File: src/sha1_pkg.sv
`default_nettype none

package sha1_pkg;

	localparam int WORD_W = 32;
	localparam int DIGEST_WORDS = 5;
	localparam int ROUNDS = 80;
	localparam int BLOCK_WORDS = 16;
	// input reg, first stage, 79 later stages, feed-forward adder
	localparam int PIPE_LATENCY = 82;
	localparam int WORD_CNT_W = $clog2(DIGEST_WORDS + 1);

	typedef logic [WORD_W-1:0] word_t;
	typedef logic [WORD_CNT_W-1:0] word_cnt_t;

	localparam word_t K_ROUND_0 = 32'h5a82_7999;
	localparam word_t K_ROUND_1 = 32'h6ed9_eba1;
	localparam word_t K_ROUND_2 = 32'h8f1b_bcdc;
	localparam word_t K_ROUND_3 = 32'hca62_c1d6;

	// padding for an 84-byte message
	localparam word_t PAD_WORD = 32'h8000_0000;
	localparam word_t MSG_LEN_BITS = 32'd672;

	// word a sits in the low 32 bits
	typedef struct packed {
		word_t e;
		word_t d;
		word_t c;
		word_t b;
		word_t a;
	} ctx_t;

	typedef word_t [BLOCK_WORDS-1:0] block_t;

	typedef struct packed {
		word_t ck;
		word_t h_term;
		word_t f_term;
		word_t e;
		word_t d;
		word_t c;
		word_t b;
		word_t a;
	} round_state_t;

	typedef enum logic [1:0] {CH, PARITY, MAJ} round_fn_e;
	typedef enum logic {PHASE_CTX, PHASE_DATA} pack_phase_e;

	function automatic word_t rotl(input word_t x, input int n);
		return (x << n) | (x >> (WORD_W - n));
	endfunction

	function automatic round_fn_e fn_of_round(input int r);
		if (r < 20)
			return CH;
		else if (r < 40)
			return PARITY;
		else if (r < 60)
			return MAJ;
		return PARITY;
	endfunction

	function automatic word_t k_of_round(input int r);
		if (r < 20)
			return K_ROUND_0;
		else if (r < 40)
			return K_ROUND_1;
		else if (r < 60)
			return K_ROUND_2;
		return K_ROUND_3;
	endfunction

	function automatic word_t f_apply(input round_fn_e fn, input word_t b, input word_t c,
		input word_t d);
		case (fn)
			CH: return d ^ (b & (c ^ d));
			MAJ: return (b & c) | (d & (b | c));
			default: return b ^ c ^ d;
		endcase
	endfunction

endpackage

`default_nettype wire

File: src/word_unpacker.sv
`default_nettype none
`timescale 1ns/1ps

module word_unpacker (
	input  logic             clk,
	input  logic             rst,
	input  logic             digest_valid,
	input  sha1_pkg::ctx_t   digest,
	output logic             out_valid,
	output sha1_pkg::word_t  out_word
);

	sha1_pkg::ctx_t shift_q;
	sha1_pkg::word_cnt_t beats_left;

	// lowest word goes out first
	always_ff @(posedge clk)
	begin
		if (digest_valid)
			shift_q <= digest;
		else if (beats_left != '0)
			shift_q <= sha1_pkg::ctx_t'(shift_q >> sha1_pkg::WORD_W);
	end

	always_ff @(posedge clk)
	begin
		if (rst)
			beats_left <= '0;
		else if (digest_valid)
			beats_left <= sha1_pkg::word_cnt_t'(sha1_pkg::DIGEST_WORDS);
		else if (beats_left != '0)
			beats_left <= beats_left - 1'b1;
	end

	assign out_valid = beats_left != '0;
	assign out_word = shift_q.a;

	// pipeline output spacing must leave room for a whole burst
	a_no_overlap: assert property (@(posedge clk) disable iff (rst)
		digest_valid |-> beats_left == '0)
		else $error("digest arrived during an output burst");

endmodule

`default_nettype wire

File: config.mk
export PLATFORM = sky130hd
export DESIGN_NAME = word_unpacker
export DESIGN_NICKNAME = d
export VERILOG_FILES = /design/src/sha1_pkg.sv /design/src/word_unpacker.sv
export SDC_FILE = /design/constraint.sdc
export NUM_CORES = 1
export LEC_CHECK = 0
export BUFFER_PORTS_ARGS = -buffer_cell sky130_fd_sc_hd__buf_2
export CORE_MARGIN = 1.5
export CORE_UTILIZATION = 57
export CTS_CLUSTER_SIZE = 40
export DETAILED_ROUTE_END_ITERATION = 7
export GPL_TIMING_DRIVEN = 0
export PLACE_DENSITY = 0.86
export SLEW_MARGIN = 20
export SYNTH_ARGS = -nofsm -noshare
export SYNTH_HDL_FRONTEND = slang
export SYNTH_SLANG_ARGS = --single-unit
File: constraint.sdc
create_clock -name clk -period 15.1 [get_ports clk]
set_input_delay 0.755 -clock clk [delete_from_list [all_inputs] [get_ports clk]]
set_output_delay 0.755 -clock clk [all_outputs]
set_load 0.02 [all_outputs]
Word-level counts from Yosys, hierarchy flattened
Cells that the tools add are included.

word-level totals
  bits in registers = 163
  word-level logic and storage cells = 15

cells by class
  add/subtract/negate cells = 1
  mux-type cells = 4
  reductions and logical operators = 3

operators with widths
  cell                                              count
  two-way mux 160 bit                               2
  two-way mux 3 bit                                 2
  nonzero test 3 bit                                1
  subtractor 3 x 1 -> 3 bit, second input constant  1
  nonzero test 2 bit                                1
  OR reduction 2 bit                                1

Logic depth before layout (Yosys ltp)
Gate-level depths: netlist (run 1).

  depth in word-level cells = 3
  mapped depth = 6
  mapped depth without buffers = 6

Worst setup path after synthesis (run 1)
No wires, ideal clock.

  path type = input to register
  start point = input digest_valid
  end point = register shift_q (netlist bit out_word[0]) (enable)
  arrival = 3813 ps
  required time = 13775 ps
  setup slack = 9962 ps
  cell stages on the path = 5
  buffers on the path = 3
  cell sequence = buf_6 -> buf_6 -> buf_6 -> inv_1 -> nand2_1

on the way
  longest elaborated chain between the ends = 1

RTL lines
  item                          RTL line             text
  start, declared               word_unpacker.sv:7   input logic digest_valid,
  nonzero test 2 bit (no line)  -
  end signal, assigned          word_unpacker.sv:20  shift_q <= digest;
  end signal, assigned          word_unpacker.sv:22  shift_q <= sha1_pkg::ctx_t'(shift_q >> sha1_pkg::WORD_W);
  end, declared                 word_unpacker.sv:13  sha1_pkg::ctx_t shift_q;

Every way passes these cells.
A chain may end at the register's enable or synchronous reset.

Final worst setup path (run 1)
  start point = register beats_left[0]
  end point = output out_valid

on the way
  longest elaborated chain between the ends = 1

RTL lines
  item                    RTL line             text
  start, declared         word_unpacker.sv:14  sha1_pkg::word_cnt_t beats_left;
  start signal, assigned  word_unpacker.sv:30  beats_left <= sha1_pkg::word_cnt_t'(sha1_pkg::DIGEST_WORDS);
  start signal, assigned  word_unpacker.sv:32  beats_left <= beats_left - 1'b1;
  nonzero test 3 bit      word_unpacker.sv:35  assign out_valid = beats_left != '0;
  end, declared           word_unpacker.sv:9   output logic out_valid,

Every way passes these cells.

==> results of run 1 <==
==> layer usage <==
| metal | part of all wire, % | GRT usage (%) | up-vias |
|---|---|---|---|
| met1 | 39 | 21.7 | 1782 |
| li1 | - | - | 1854 |
| met5 | 0 | 0 | - |
| met3 | 4.2 | 4.06 | 26 |
| met4 | 2.8 | 10.2 | 0 |
| met2 | 54 | 35.3 | 119 |
==> through the flow <==
stage	hold slack, ns	worst slack, ns	power, mW	instance area (um^2)	cells
global route	0.541	12.62	1.26	9060	785
CTS	0.541	12.66	1.23	9060	785
global placement	0.529	8.81	0.765	8360	751
floorplan	0.524	9.96	0.718	7180	389
finish	0.545	12.68	1.22	9060	785
detailed placement	0.532	12.52	0.771	8420	753
==> cells by family after synthesis <==
kind of cell,count (synthesis),share of synthesized area [%]
muxes,129,22.6
and+or+nand+nor,34,2.93
DFF,163,67.8
adders and majority gates,3,0.523
buffers and inverters,56,5.49
AOI/OAI and AO/OA,3,0.523
xor gates and xnor gates,1,0.122
==> Yosys cell counts <==
cell | n | share of area (%)
inv_1 | 6 | 0.31
a21oi_1 | 2 | 0.14
mux2_4 | 46 | 9.6
edfxtp_1 | 160 | 67
ha_1 | 3 | 0.52
buf_4 | 32 | 3.3
and2_1 | 32 | 2.8
xor2_1 | 1 | 0.12
nor2b_1 | 1 | 0.087
dfxtp_1 | 3 | 0.84
buf_6 | 7 | 1.1
mux2_2 | 82 | 13
a2111oi_4 | 1 | 0.38
clkbuf_1 | 2 | 0.10
mux2i_1 | 1 | 0.14
nand2_1 | 1 | 0.052
buf_2 | 9 | 0.63
==> final cells by class <==
type                    count  area [um^2]
clock inverters            13          206
well taps                 168          210
clock buffers              19          433
repair buffers            196         1030
inverters                   6         22.5
flip-flops and latches    163         4860
fillers                   735         3100
plain buffers              50          372
multi-input cells         170         1930
==> state kept, by name (all words and copies together) (netlist names) <==
| register | count |
|---|---|
| shift_q | 128 |
| out_word | 32 |
| beats_left | 3 |
==> worst paths after layout <==
check                              startpoint          end  slack [ns]  cells past startpoint
worst min-delay path             shift_q[114]  shift_q[82]        0.54                      1
worst min register to register   shift_q[114]  shift_q[82]        0.54                      1
worst max-delay path            beats_left[0]    out_valid       12.68                      5
worst max register to register  beats_left[0]  shift_q[33]       12.97                      5
==> power groups by stage <==
stage | sequential (mW) | combinational, mW | clock [mW]
floorplan | 0.604 | 0.114 | 0
global placement | 0.610 | 0.155 | 0
detailed placement | 0.606 | 0.165 | 0
CTS | 0.597 | 0.166 | 0.466
global route | 0.602 | 0.177 | 0.482
finish | 0.596 | 0.164 | 0.461
==> flow_summary.yaml, run 1 <==
run_status:
  status: "completed"
timing:
  finalCriticalPeriod_ns: 2.42
  drv_slew: 0
  hold_viol_final: 0
  slew_headroom_pct: 60.1
  fin_crit_sh_pct: 16.0
  tightest_slew_ns: 0.598
  setup_tns_ns: 0
  rsz0062_at_grt: "no"
  clock.fmax_ghz: 0.414
  fin_skew_ns: 0.00669
  finalSetupViolations: 0
worst_setup_path:
  path_max_fanout: 5
  cp_top_family: "adder cells"
  slowest_stage: "dfxtp_1"
  end_kind: "output pin"
  worstPathRequired_ns: 14.35
  critPathKind: "reg -> out"
  cp-start-kind: "register"
  crit_buf_inv: 3
  arrival_ns: 1.66
  path_cells: "inv_1 > ha_1 > ha_1 > inv_1 > buf_2"
  max_stage_delay_ns: 0.35
clocking:
  cts_tree: "built"
  clk_pin_slew_worst_paths_ns: 0.06
  cts_setup_buffers: 0
  clockBufferDepth: 2
  cts_sinks: 163
  h-tree-depth: 4
  insertion_delay_ns: 0.41
  cts-buffers-inserted: 17
  root_buffer: "clkbuf_16"
  cts-hold-fix-buffers: 0
  cts_resized: 0
grt:
  grt_pass1_vias: 3936
  antenna_found_initial: 0
  grt_pass1_wl_mm: 19.0
  overflow: 0
  grt_max_degree: 65
  track_usage_pct: 19.5
layout:
  postLayoutCoreUtil_pct: 74.5
  diodes: 0
  final_common_cell: "buf_2"
  layout_common_cells: "203 x buf_2, 160 x edfxtp_1, 82 x mux2_2"
  area_delta_synth_final_pct: 26.2
  nNetsFinal: 770
  drive_gt1_share_pct: 65.3
route:
  antenna_left: 0
  via_count: 3781
  drt_first_iter_violations: 216
  drt_first_pass_iters: 4
  drc_errors: 0
  post_drt_wl_per_cell_um: 16.2
  drt_wl_total_mm: 12.7
  vias_per_cell: 4.82
logic_synthesis:
  synth_area_mm2: 0.00718
  ys_warn_count: 0
  ys_seq_area_share_pct: 67.8
  synth_cell_type_count: 17
  syn_inst: 389
  syn_avg_cell_area_um2: 18.4
  synth_seq_cells: 163
  synth_nets: 555
die:
  placeableCoreArea_mm2: 0.0122
  io-pin-count: 196
  die_area_mm2: 0.0133
  rows: 40
  start_util_pct: 59.0
  die_w_um: 115
  die_h_um: 115
pwr:
  seqPwrFrac_pct: 48.8
  netSwitchingFraction_pct: 21.2
  vdd_drop_max_uv: 75.3
  p_int_mw: 0.963
  net-switching-power_mw: 0.259
  clockPowerShare_pct: 37.8
  power_leakage_nw: 3.89
  p_per_area_mw_per_mm2: 135
  comb_power_share_pct: 13.4
placed_design:
  io_buffers: 194
  place_hpwl_mm: 9.52
  place.gp.congestion: 0.787
min_path:
  hp-class: "reg -> reg"
flow_run:
  max_cap_viol_count: 0
Power figures use the tool's default switching activity.
==> run 2: changes to the inputs <==
- CORE_UTILIZATION: 57 -> 53
- PLACE_DENSITY: 0.86 -> 0.81
- clock period: 15.1 -> 2.5 ns (I/O delays scaled with it)
==> run 2 against run 1 <==
Effect of this change: setup slack lost 12 ns; critical endpoint is now out_word[27]; clock skew grew 0.0011 ns; critical path depth unchanged; largest cell class unchanged.
==> flow_summary.yaml, run 2 (same netlist as run 1, synthesis figures left out) <==
clocking:
  clockBufferDepth: 2
  clk_pin_slew_worst_paths_ns: 0.06
  cts_sinks: 163
  cts_setup_buffers: 0
  cts-buffers-inserted: 17
  root_buffer: "clkbuf_16"
  cts_tree: "built"
  cts_resized: 0
  h-tree-depth: 4
  cts-hold-fix-buffers: 124
  insertion_delay_ns: 0.43
timing:
  clock.fmax_ghz: 0.459
  fin_skew_ns: 0.00779
  fin_crit_sh_pct: 87.2
  tightest_slew_ns: 0.652
  drv_slew: 0
  finalSetupViolations: 0
  slew_headroom_pct: 56.5
  finalCriticalPeriod_ns: 2.18
  rsz0062_at_grt: "no"
  hold_viol_final: 0
route:
  vias_per_cell: 4.69
  drc_errors: 0
  drt_wl_total_mm: 16.0
  post_drt_wl_per_cell_um: 17.4
  drt_first_iter_violations: 249
  drt_first_pass_iters: 6
  antenna_left: 0
  via_count: 4321
grt:
  track_usage_pct: 23.7
  overflow: 0
  grt_pass1_wl_mm: 24.9
  grt_max_degree: 85
  grt_pass1_vias: 5002
  antenna_found_initial: 3
die:
  die_w_um: 119
  rows: 42
  die_area_mm2: 0.0142
  die_h_um: 119
  io-pin-count: 196
  start_util_pct: 54.2
  placeableCoreArea_mm2: 0.0132
pwr:
  p_per_area_mw_per_mm2: 712
  power_leakage_nw: 4.36
  vdd_drop_max_uv: 558
  power.total_mw: 7.29
layout:
  area_delta_synth_final_pct: 42.7
  final_common_cell: "buf_2"
  nNetsFinal: 894
  top_register: "shift_q"
  largest_reg_flops: 128
  drive_gt1_share_pct: 54.1
  stdcell_area_mm2: 0.0102
  register_area_mm2: 0.00486
  num-fill-cells: 781
  multi_input_area_mm2: 0.00193
  layout_common_cells: "203 x buf_2, 160 x edfxtp_1, 125 x dlygate4sd3_1"
run_status:
  status: "completed"
worst_setup_path:
  arrival_ns: 2.27
  worstPathRequired_ns: 2.59
  end_kind: "register"
  cp-start-kind: "register"
  critPathKind: "reg -> reg"
  path_max_fanout: 84
placed_design:
  io_buffers: 194
  placed_cell_area_mm2: 0.00841
  place_hpwl_mm: 9.37
  place.gp.congestion: 0.778
min_path:
  hp-class: "in -> reg"
flow_run:
  max_cap_viol_count: 0
-- run 2: critical path, stage by stage, from the launching register on --
cell	delay, ns
dfxtp_1	0.35
inv_1	0.06
ha_1	0.19
ha_1	0.31
nand2_8	0.47
buf_16	0.40
-- run 2: area by class of cell --
cell class / instances / area share, %
Sequential cell: 163 / 47.5
Timing Repair Buffer: 320 / 22.0
Multi-Input combinational cell: 170 / 18.9
Clock buffer: 18 / 4.19
Buffer: 50 / 3.63
Tap cell: 176 / 2.15
Clock inverter: 14 / 1.37
Inverter: 6 / 0.220
Antenna cell: 4 / 0.0977
-- run 2: path summary, 6_finish.rpt --
| path | from | end | slack [ns] | depth (start not counted) |
|---|---|---|---|---|
| worst min register to register | shift_q[58] | out_word[26] | 0.55 | 1 |
| worst max-delay path | beats_left[1] | out_word[27] | 0.32 | 5 |
| worst max register to register | beats_left[1] | out_word[27] | 0.32 | 5 |
| worst min-delay path | digest[102] | shift_q[102] | 0.01 | 2 |
-- run 2: metrics by stage --
stage / instances / utilization, % / setup TNS [ns] / hold WS (ns) / setup slack [ns]
after floorplan: 389 / - / 0 / 0.189 / 0.149
after global routing: 920 / 77.3 / 0 / 0.00218 / 0.166
after global placement: 759 / 63.2 / -26.21 / 0.336 / -0.171
after detailed placement: 760 / 63.5 / 0 / 0.345 / 0.287
final: 921 / 77.3 / 0 / 0.0106 / 0.320
after CTS: 916 / 77.2 / 0 / 0.000478 / 0.276
-- run 2: layer usage --
metal  share of wire, %  wire length, um  global-route usage [%]
met5                  0                0                       0
met4                3.4              537                    12.8
met1                 36             5780                    23.6
met2                 56             9050                    45.5
met3                4.1              658                    5.22
-- run 2: power breakdown --
part	switching, mW	internal (mW)	leakage (nW)
Clock	1.05	1.46	0.261
Combinational	0.490	0.672	2.39
Sequential	0.124	3.50	1.71
