$ cat src/sha1_pkg.sv
`default_nettype none

package sha1_pkg;

	localparam int WORD_W = 32;
	localparam int DIGEST_WORDS = 5;
	localparam int ROUNDS = 80;
	localparam int BLOCK_WORDS = 16;
	// input reg, first stage, 79 later stages, feed-forward adder
	localparam int PIPE_LATENCY = 82;
	localparam int WORD_CNT_W = $clog2(DIGEST_WORDS + 1);

	typedef logic [WORD_W-1:0] word_t;
	typedef logic [WORD_CNT_W-1:0] word_cnt_t;

	localparam word_t K_ROUND_0 = 32'h5a82_7999;
	localparam word_t K_ROUND_1 = 32'h6ed9_eba1;
	localparam word_t K_ROUND_2 = 32'h8f1b_bcdc;
	localparam word_t K_ROUND_3 = 32'hca62_c1d6;

	// padding for an 84-byte message
	localparam word_t PAD_WORD = 32'h8000_0000;
	localparam word_t MSG_LEN_BITS = 32'd672;

	// word a sits in the low 32 bits
	typedef struct packed {
		word_t e;
		word_t d;
		word_t c;
		word_t b;
		word_t a;
	} ctx_t;

	typedef word_t [BLOCK_WORDS-1:0] block_t;

	typedef struct packed {
		word_t ck;
		word_t h_term;
		word_t f_term;
		word_t e;
		word_t d;
		word_t c;
		word_t b;
		word_t a;
	} round_state_t;

	typedef enum logic [1:0] {CH, PARITY, MAJ} round_fn_e;
	typedef enum logic {PHASE_CTX, PHASE_DATA} pack_phase_e;

	function automatic word_t rotl(input word_t x, input int n);
		return (x << n) | (x >> (WORD_W - n));
	endfunction

	function automatic round_fn_e fn_of_round(input int r);
		if (r < 20)
			return CH;
		else if (r < 40)
			return PARITY;
		else if (r < 60)
			return MAJ;
		return PARITY;
	endfunction

	function automatic word_t k_of_round(input int r);
		if (r < 20)
			return K_ROUND_0;
		else if (r < 40)
			return K_ROUND_1;
		else if (r < 60)
			return K_ROUND_2;
		return K_ROUND_3;
	endfunction

	function automatic word_t f_apply(input round_fn_e fn, input word_t b, input word_t c,
		input word_t d);
		case (fn)
			CH: return d ^ (b & (c ^ d));
			MAJ: return (b & c) | (d & (b | c));
			default: return b ^ c ^ d;
		endcase
	endfunction

endpackage

`default_nettype wire

$ cat src/word_packer.sv
`default_nettype none
`timescale 1ns/1ps

module word_packer (
	input  logic             clk,
	input  logic             rst,
	input  logic             in_valid,
	input  sha1_pkg::word_t  in_word,
	output logic             job_valid,
	output sha1_pkg::ctx_t   job_ctx,
	output sha1_pkg::ctx_t   job_msg
);

	logic word_valid_q;
	sha1_pkg::word_t word_q;
	sha1_pkg::pack_phase_e phase;
	sha1_pkg::word_cnt_t word_cnt;
	sha1_pkg::ctx_t line_q;
	sha1_pkg::ctx_t ctx_q;
	sha1_pkg::ctx_t line_next;
	logic last_word;

	// newest word enters at the top so the first one ends up in a
	assign line_next = sha1_pkg::ctx_t'({word_q,
		line_q[$bits(sha1_pkg::ctx_t)-1:sha1_pkg::WORD_W]});
	assign last_word = word_cnt == sha1_pkg::word_cnt_t'(sha1_pkg::DIGEST_WORDS - 1);

	always_ff @(posedge clk)
	begin
		word_q <= in_word;
		if (word_valid_q)
			line_q <= line_next;
		// hold the context while the message fills the line
		if (word_valid_q && last_word && phase == sha1_pkg::PHASE_CTX)
			ctx_q <= line_next;
	end

	always_ff @(posedge clk)
	begin
		if (rst)
		begin
			word_valid_q <= 1'b0;
			phase <= sha1_pkg::PHASE_CTX;
			word_cnt <= '0;
			job_valid <= 1'b0;
		end
		else
		begin
			word_valid_q <= in_valid;
			job_valid <= 1'b0;
			if (word_valid_q)
			begin
				if (last_word)
				begin
					word_cnt <= '0;
					if (phase == sha1_pkg::PHASE_CTX)
						phase <= sha1_pkg::PHASE_DATA;
					else
					begin
						phase <= sha1_pkg::PHASE_CTX;
						job_valid <= 1'b1;
					end
				end
				else
					word_cnt <= word_cnt + 1'b1;
			end
		end
	end

	assign job_ctx = ctx_q;
	assign job_msg = line_q;

endmodule

`default_nettype wire

$ cat config.mk
export PLATFORM = sky130hd
export DESIGN_NAME = word_packer
export DESIGN_NICKNAME = d
export VERILOG_FILES = /design/src/sha1_pkg.sv /design/src/word_packer.sv
export SDC_FILE = /design/constraint.sdc
export NUM_CORES = 1
export LEC_CHECK = 0
export ABC_CLOCK_PERIOD_IN_PS = 17020
export BUFFER_PORTS_ARGS = -buffer_cell sky130_fd_sc_hd__buf_2
export CAP_MARGIN = 0
export CORE_MARGIN = 10
export CORE_UTILIZATION = 40
export DETAILED_ROUTE_END_ITERATION = 12
export PLACE_DENSITY = 0.77
export SLEW_MARGIN = 20
export SYNTH_ARGS = -nofsm -noshare
export SYNTH_HDL_FRONTEND = slang
export SYNTH_SLANG_ARGS = --single-unit
$ cat constraint.sdc
create_clock -name clk -period 17.02 [get_ports clk]
set_input_delay 0.851 -clock clk [delete_from_list [all_inputs] [get_ports clk]]
set_output_delay 0.851 -clock clk [all_outputs]
set_load 0.005 [all_outputs]
==> Word-level counts from Yosys, hierarchy flattened <==
Cells that the tools add are included.
{ "totals": {"register_bits": 358, "inputBits": 35, "output_inout_bits": 321, "wordCells": 27} }
{ "op_classes": {"n_addsub": 1, "eq_ne": 1, "muxes": 3, "n_bitwise": 3, "n_reduce_logical": 4} }
{ "ops": {"columns": ["op", "count"], "rows": [
  ["$add 3x1->3 const B", 1],
  ["$eq 3x3->1 const B", 1],
  ["$mux 3", 1],
  ["$not 1->1", 3],
  ["$reduce_or 3->1", 1],
  ["$logic_and 1x1->1", 2],
  ["$mux 1", 2],
  ["$reduce_and 2->1", 1]
]} }

==> Longest topological paths before layout <==
Gate-level depths: netlist of the first run.
{ "depth": {"ltp_word": 3, "depth_mapped": 5, "mapped_depth_nobuf": 5} }

==> Worst setup path after synthesis of the first run <==
OpenSTA, ideal clock, no wires.
{ "synth_path": {"path_kind": "register to register", "start": "register word_valid_q", "end": "register ctx_q (netlist bit job_ctx[0]) (enable)", "setup_ns": 0.681, "arrival_time_ns": 11.122, "required_ns": 16.339, "slack_ns": 5.217, "path_stages_with_launch": 3, "n_path_buf": 0, "synth_period_minus_slack_ns": 11.803, "path_cell_list": "dfxtp_1 -> nand3_2 -> nor2_1"} }
{ "synth_via": {"elab_chain_len": 2} }
{ "synth_rtl": {"columns": ["element", "line_no", "source"], "rows": [
  ["start, declared", "word_packer.sv:14", "logic word_valid_q;"],
  ["start signal, assigned", "word_packer.sv:49", "word_valid_q <= in_valid;"],
  ["$logic_and 1x1->1 (2 in series)", "word_packer.sv:34", "if (word_valid_q && last_word && phase == sha1_pkg::PHASE_CTX)"],
  ["end signal, assigned", "word_packer.sv:35", "ctx_q <= line_next;"],
  ["end, declared", "word_packer.sv:19", "sha1_pkg::ctx_t ctx_q;"]
]} }
No other way between the ends.
A chain may end at the register's enable or synchronous reset.

==> Final worst setup path of the first run <==
{ "layout_path": {"start": "register word_cnt[0]", "end": "register ctx_q (netlist bit job_ctx[100]) (enable)"} }
{ "layout_via": {"elab_chain_len": 3} }
{ "layout_rtl": {"columns": ["element", "line_no", "source"], "rows": [
  ["start, declared", "word_packer.sv:17", "sha1_pkg::word_cnt_t word_cnt;"],
  ["start signal, assigned", "word_packer.sv:65", "word_cnt <= word_cnt + 1'b1;"],
  ["$eq 3x3->1", "word_packer.sv:26", "assign last_word = word_cnt == sha1_pkg::word_cnt_t'(sha1_pkg::DIGEST_WORDS - 1);"],
  ["$logic_and 1x1->1 (2 in series)", "word_packer.sv:34", null]
]} }
No other way between the ends.

==> run metrics, run 1 <==
pin count of the biggest net entering global routing=79; Tightest Pin Transition=1.03 ns; routed vias=5096; final hold slack=0.424 ns; syn nets=414; Area Growth Syn to Fin=33.4%; synthesized flop and latch total=358; initial antenna violation count=1; CTS tree=yes; final worst path period need=2.46 ns; CP max stage cell=buf_4; die area=33100 um2; vias in the first global route=5342; RSZ-0062 raised after global routing=false; via density per instance=4.49; clock group share of total power=44.6%; final setup TNS=0 ns; Worst-path clk slew=0.06 ns; global-route wire length before repair=34600 um; ANT cells=0; Seq pwr share=53.7%; Placer Congestion=0.797; Hold Crit Class=flip-flop to flip-flop; CTS max path bufs=3; Distinct cells, synth=16; clock latency on the worst-skew pair=0.49 ns; # port buffers=355; CTS buffer count=36; Net Sw Power=0.338 mW; Ys Warns=0; delay-heaviest family, CP=buffers and inverters; fmax=407 MHz; Finished Layout Cells=1135; Critical Path, Cell by Cell=inv_1, ha_1, nand3_2, nor2_4, buf_4; final setup fails=0; Cells after Synth=377; share of the synthesized area in the top cell type=91.5%; status=complete, no violations; CP Max Fanout=74; Area contributors post-synth=edfxtp_1 (92%), dfxtp_1 (7.2%), ha_1 (0.24%); Post-CTS Hold Fix Bufs=0; H-tree depth=2; critical path buffer and inverter count=2; setup repair bufs after CTS=0; Period Utilization, post-route=14.4%; Initial Util=40.5%; Sink Count=358; WS Path Type=flip-flop to flip-flop; post-placement cell count=1071; Yosys top cell by area=edfxtp_1; # fillers=1999; Die Y=182 um; post-cts sizing count=0; most frequent cells in the layout=buf_2 (355), edfxtp_1 (320), clkbuf_16 (38), dfxtp_1 (37); drt total wl=24100 um; Slew HR=31.4%; initial DRC count=332; worst clock skew=0.0112 ns; Routed Antenna Nets=0; Worst EP required=17.14 ns; drt first pass iters=4; Largest stage delay, worst path=0.81 ns; Pwr per Cell Area=132 nW/um2; core area=25900 um2; VDD IR max=0.138 mV; Root Driver=clkbuf_16; routed wire length per instance=21.2 um; commonest non-fill, non-tap cell in the layout=buf_2; leakage power=5.36 nW; Crit. End Element=flip-flop; post-synthesis cell area=10500 um2; FP Rows=59; gr usage total=13.7%; Int Pwr=1.51 mW; layout cells sized above 1=52.4%; Logic pwr share=1.6%; Die X=182 um; max_cap viols=0; Switching Share=18.4%; Slew Limit Fails=0; Seq/Total Area, Yosys=98.8%; drc violations=0; HPWL after DPL=17200 um; final hold vios=0; Layout Nets=811; io pins=356; critical path launch point type=flip-flop; Avg Cell Area, Syn=27.8 um2; Arr. time, crit path=2.57 ns; total gr overflow=0
worst reg2reg max path, cell delays in order, from the launching register on:
cell and delay, ns:
dfxtp_1 0.32, inv_1 0.08, ha_1 0.20, nand3_2 0.14, nor2_4 0.42, buf_4 0.81
cells by family after synthesis:
kind of cell / count (synthesis) / synth area share [%]
xor+xnor: 1 / 0.0835
mux: 1 / 0.0954
simple gates: 10 / 0.524
fa+ha+maj: 2 / 0.238
buf+inv: 2 / 0.0715
flops: 358 / 98.8
compound gates: 3 / 0.191
worst paths after layout:
path / start / end / slack [ns] / cells past startpoint
max: word_cnt[0] / job_ctx[100] / 14.56 / 5
min: word_q[31] / job_msg[159] / 0.42 / 0
max reg2reg: word_cnt[0] / job_ctx[100] / 14.56 / 5
min reg2reg: word_q[31] / job_msg[159] / 0.42 / 0
flip-flops by register name, summed over array words and instances (netlist names):
register and cells:
job_msg 160, phase 1, word_cnt 3, job_ctx 160, job_valid 1, word_q 32, word_valid_q 1
metrics by stage:
stage          setup WS [ns]  utilization, %  total power [mW]  cell area [um2]
2_1_floorplan           5.22               -              1.01            10500
3_3_place_gp           14.60            49.1              1.04            12700
3_5_place_dp           14.56            49.1              1.04            12700
4_1_cts                14.55            54.0              1.87            14000
5_1_grt                14.38            54.0              1.90            14000
6_report               14.56            54.0              1.84            14000
per-layer routing:
metal | track usage [%] | share of wire (%) | vias to the layer above
li1 | - | - | 2297
met1 | 14.4 | 35 | 2543
met2 | 24.9 | 55 | 199
met3 | 4.17 | 7.5 | 55
met4 | 5.08 | 2.7 | 2
met5 | 0 | 0.054 | -
cell usage after synthesis (all sizes together):
library cell	count
edfxtp	320
dfxtp	38
nor2	3
a21oi	2
ha	2
inv	2
nand3	2
mux2i	1
nand2	1
nand2b	1
nor2b	1
nor3	1
nor3b	1
o211a	1
xor2	1
final cells by class:
type | count | area [um2] | area share (%)
Clock buffer | 46 | 1020 | 7.29
Clock inverter | 18 | 248 | 1.77
Inverter | 2 | 7.51 | 0.0536
Multi-Input combinational cell | 17 | 126 | 0.903
Sequential cell | 358 | 10400 | 74.1
Tap cell | 335 | 419 | 2.99
Timing Repair Buffer | 359 | 1810 | 12.9
power by group through the flow:
| stage | combinational [mW] | sequential (mW) | clock [mW] |
|---|---|---|---|
| 3_5_place_dp | 0.0314 | 1.01 | 0 |
| 3_3_place_gp | 0.0314 | 1.01 | 0 |
| 5_1_grt | 0.0331 | 0.993 | 0.879 |
| 4_1_cts | 0.0315 | 0.991 | 0.843 |
| 2_1_floorplan | 0.00115 | 1.01 | 0 |
| 6_report | 0.0303 | 0.991 | 0.823 |
Power figures use the tool's default switching activity.
==> inputs of run 2 (changes only) <==
- ABC_CLOCK_PERIOD_IN_PS: 17020 -> 2200
- PLACE_DENSITY: 0.77 -> 0.79
- clock period: 17.02 -> 2.2 ns (I/O delays scaled with it)
==> run 2 against run 1 <==
Net effect:
- sequential power rose to 7.7 times the previous value
- critical path depth unchanged
- register-to-register slack worse by 14 ns
- highest routed layer is now met4
==> run metrics, run 2 (synthesis results as in run 1) <==
Hold Crit Depth=2 (was 0); worst reg2reg path depth=5 (unchanged); io pins=356 (unchanged); drt first pass iters=5 (was 4); Routed Antenna Nets=0 (unchanged); Crit. End Element=flip-flop (unchanged); final setup fails=0 (unchanged); Area Growth Syn to Fin=35.9% (was 33.4%); Period Utilization, post-route=82.7% (was 14.4%); routed vias=5272 (was 5096); RSZ-0062 raised after global routing=false (unchanged); Logic pwr share=2.1% (was 1.6%); pin count of the biggest net entering global routing=166 (was 79); Layout Nets=845 (was 811); Hold Crit Class=input port to flip-flop (was flip-flop to flip-flop); fmax=550 MHz (was 407 MHz); Reg2Reg Setup Slack=0.38 ns (was 14.56 ns); initial DRC count=380 (was 332); H-tree depth=2 (unchanged); CTS buffer count=36 (unchanged); Worst EP required=2.32 ns (was 17.14 ns); Root Driver=clkbuf_16 (unchanged); Placer Congestion=0.832 (was 0.797); WS Path Type=flip-flop to flip-flop (unchanged); layout cells sized above 1=49.5% (was 52.4%); CP max stage cell=buf_12 (was buf_4); core area=25900 um2 (unchanged); Die Y=182 um (unchanged); worst slack at placement=0.426 ns (was 14.56 ns); drt total wl=25400 um (was 24100 um); Int Pwr=11.2 mW (was 1.51 mW); CP Max Fanout=83 (was 74); # port buffers=355 (unchanged); vias in the first global route=5522 (was 5342); final hold vios=0 (unchanged); gr usage total=14.5% (was 13.7%); worst clock skew=0.0123 ns (was 0.0112 ns); final hold slack=0.254 ns (was 0.424 ns); Critical Path, Cell by Cell=inv_1, ha_1, nand3_2, nor2_4, buf_12 (was inv_1, ha_1, nand3_2, nor2_4, buf_4); Tightest Pin Transition=0.920 ns (was 1.03 ns); commonest non-fill, non-tap cell in the layout=buf_2 (unchanged); Sink Count=358 (unchanged); die area=33100 um2 (unchanged); global-route wire length before repair=36900 um (was 34600 um); total gr overflow=0 (unchanged); initial antenna violation count=2 (was 1); clock group share of total power=42.4% (was 44.6%); drc violations=0 (unchanged); final setup TNS=0 ns (unchanged); clock latency on the worst-skew pair=0.50 ns (was 0.49 ns); Slew Limit Fails=0 (unchanged); Seq pwr share=55.5% (was 53.7%); max_cap viols=0 (unchanged); Design Power=13.8 mW (was 1.84 mW); HPWL after DPL=17700 um (was 17200 um); Worst-path clk slew=0.06 ns (about the same); leakage power=5.45 nW (was 5.36 nW); Switching Share=18.7% (was 18.4%); fin worst setup slack=0.381 ns (was 14.56 ns); VDD IR max=0.631 mV (was 0.138 mV); Net Sw Power=2.58 mW (was 0.338 mW); CTS tree=yes (unchanged); routed wire length per instance=21.7 um (was 21.2 um); via density per instance=4.51 (was 4.49); critical path launch point type=flip-flop (unchanged); most frequent cells in the layout=buf_2 (355), edfxtp_1 (320), clkbuf_16 (37), dfxtp_1 (37), dlygate4sd3_1 (35) (was buf_2 (355), edfxtp_1 (320), clkbuf_16 (38), dfxtp_1 (37)); Die X=182 um (unchanged); Largest stage delay, worst path=0.36 ns (was 0.81 ns); FP Rows=59 (unchanged); Initial Util=40.5% (unchanged); status=complete, no violations (unchanged); final worst path period need=1.82 ns (was 2.46 ns); CTS max path bufs=3 (unchanged); Slew HR=38.7% (was 31.4%); Pwr per Cell Area=968 nW/um2 (was 132 nW/um2); post-cts sizing count=0 (unchanged); Layout Utilization=55.1% (was 54.0%); Arr. time, crit path=1.94 ns (was 2.57 ns)
run 2: cell count changes in the layout (fill, tap and decap cells not counted), sizes merged:
cell,delta
bufinv,-3
clkbuf,+3
dlygate4sd3,+35
inv,-2
buf,-1
diode,+1
clkinvlp,+1
run 2: final cells by class:
type / count / area, um2
Fill cell: 1958 / 11600
Sequential cell: 358 / 10400
Timing Repair Buffer: 393 / 2190
Clock buffer: 49 / 1000
Tap cell: 335 / 419
Clock inverter: 14 / 148
Multi-Input combinational cell: 17 / 126
Inverter: 2 / 7.51
Antenna cell: 1 / 2.50
run 2: per-stage QoR:
step           area (um2)  cells
3_3_place_gp        12800   1070
4_1_cts             14300   1168
6_report            14300   1169
5_1_grt             14300   1169
2_1_floorplan       10500    377
3_5_place_dp        12800   1070
run 2: what timing repair did:
| item | in CTS | in global routing |
|---|---|---|
| buffers inserted | 0 | 0 |
| hold buffers | 35 | 0 |
| endpoints found under the hold margin | 38 | 0 |
run 2: worst max-delay path: cells and delay by family (launching register included):
| family | cells | cell delay (ns) |
|---|---|---|
| adders and majority gates | 1 | 0.22 |
| DFF | 1 | 0.33 |
| and+or+nand+nor | 2 | 0.34 |
| buffers and inverters | 2 | 0.45 |
run 2: power by group through the flow:
stage                     clock, mW  sequential, mW  combinational, mW
after CTS                      5.99            7.67              0.298
after global placement            0            7.80              0.243
after global routing           6.29            7.68              0.315
after floorplan                   0            7.82            0.00829
after detailed placement          0            7.81              0.248
final                          5.85            7.67              0.291
run 2: final timing paths:
kind | start | to
worst max-delay path | word_cnt[0] | job_ctx[15]
worst max register to register | word_cnt[0] | job_ctx[15]
worst min-delay path | in_word[21] | word_q[21]
worst min register to register | word_q[21] | job_ctx[149]
run 2: metal layers:
layer | GRT usage, % | part of all wire (%) | vias up
li1 | - | - | 2358
met3 | 4.27 | 7.9 | 56
met4 | 5.63 | 2.8 | 0
met2 | 25.4 | 53 | 258
met5 | 0 | 0 | -
met1 | 16.4 | 36 | 2600
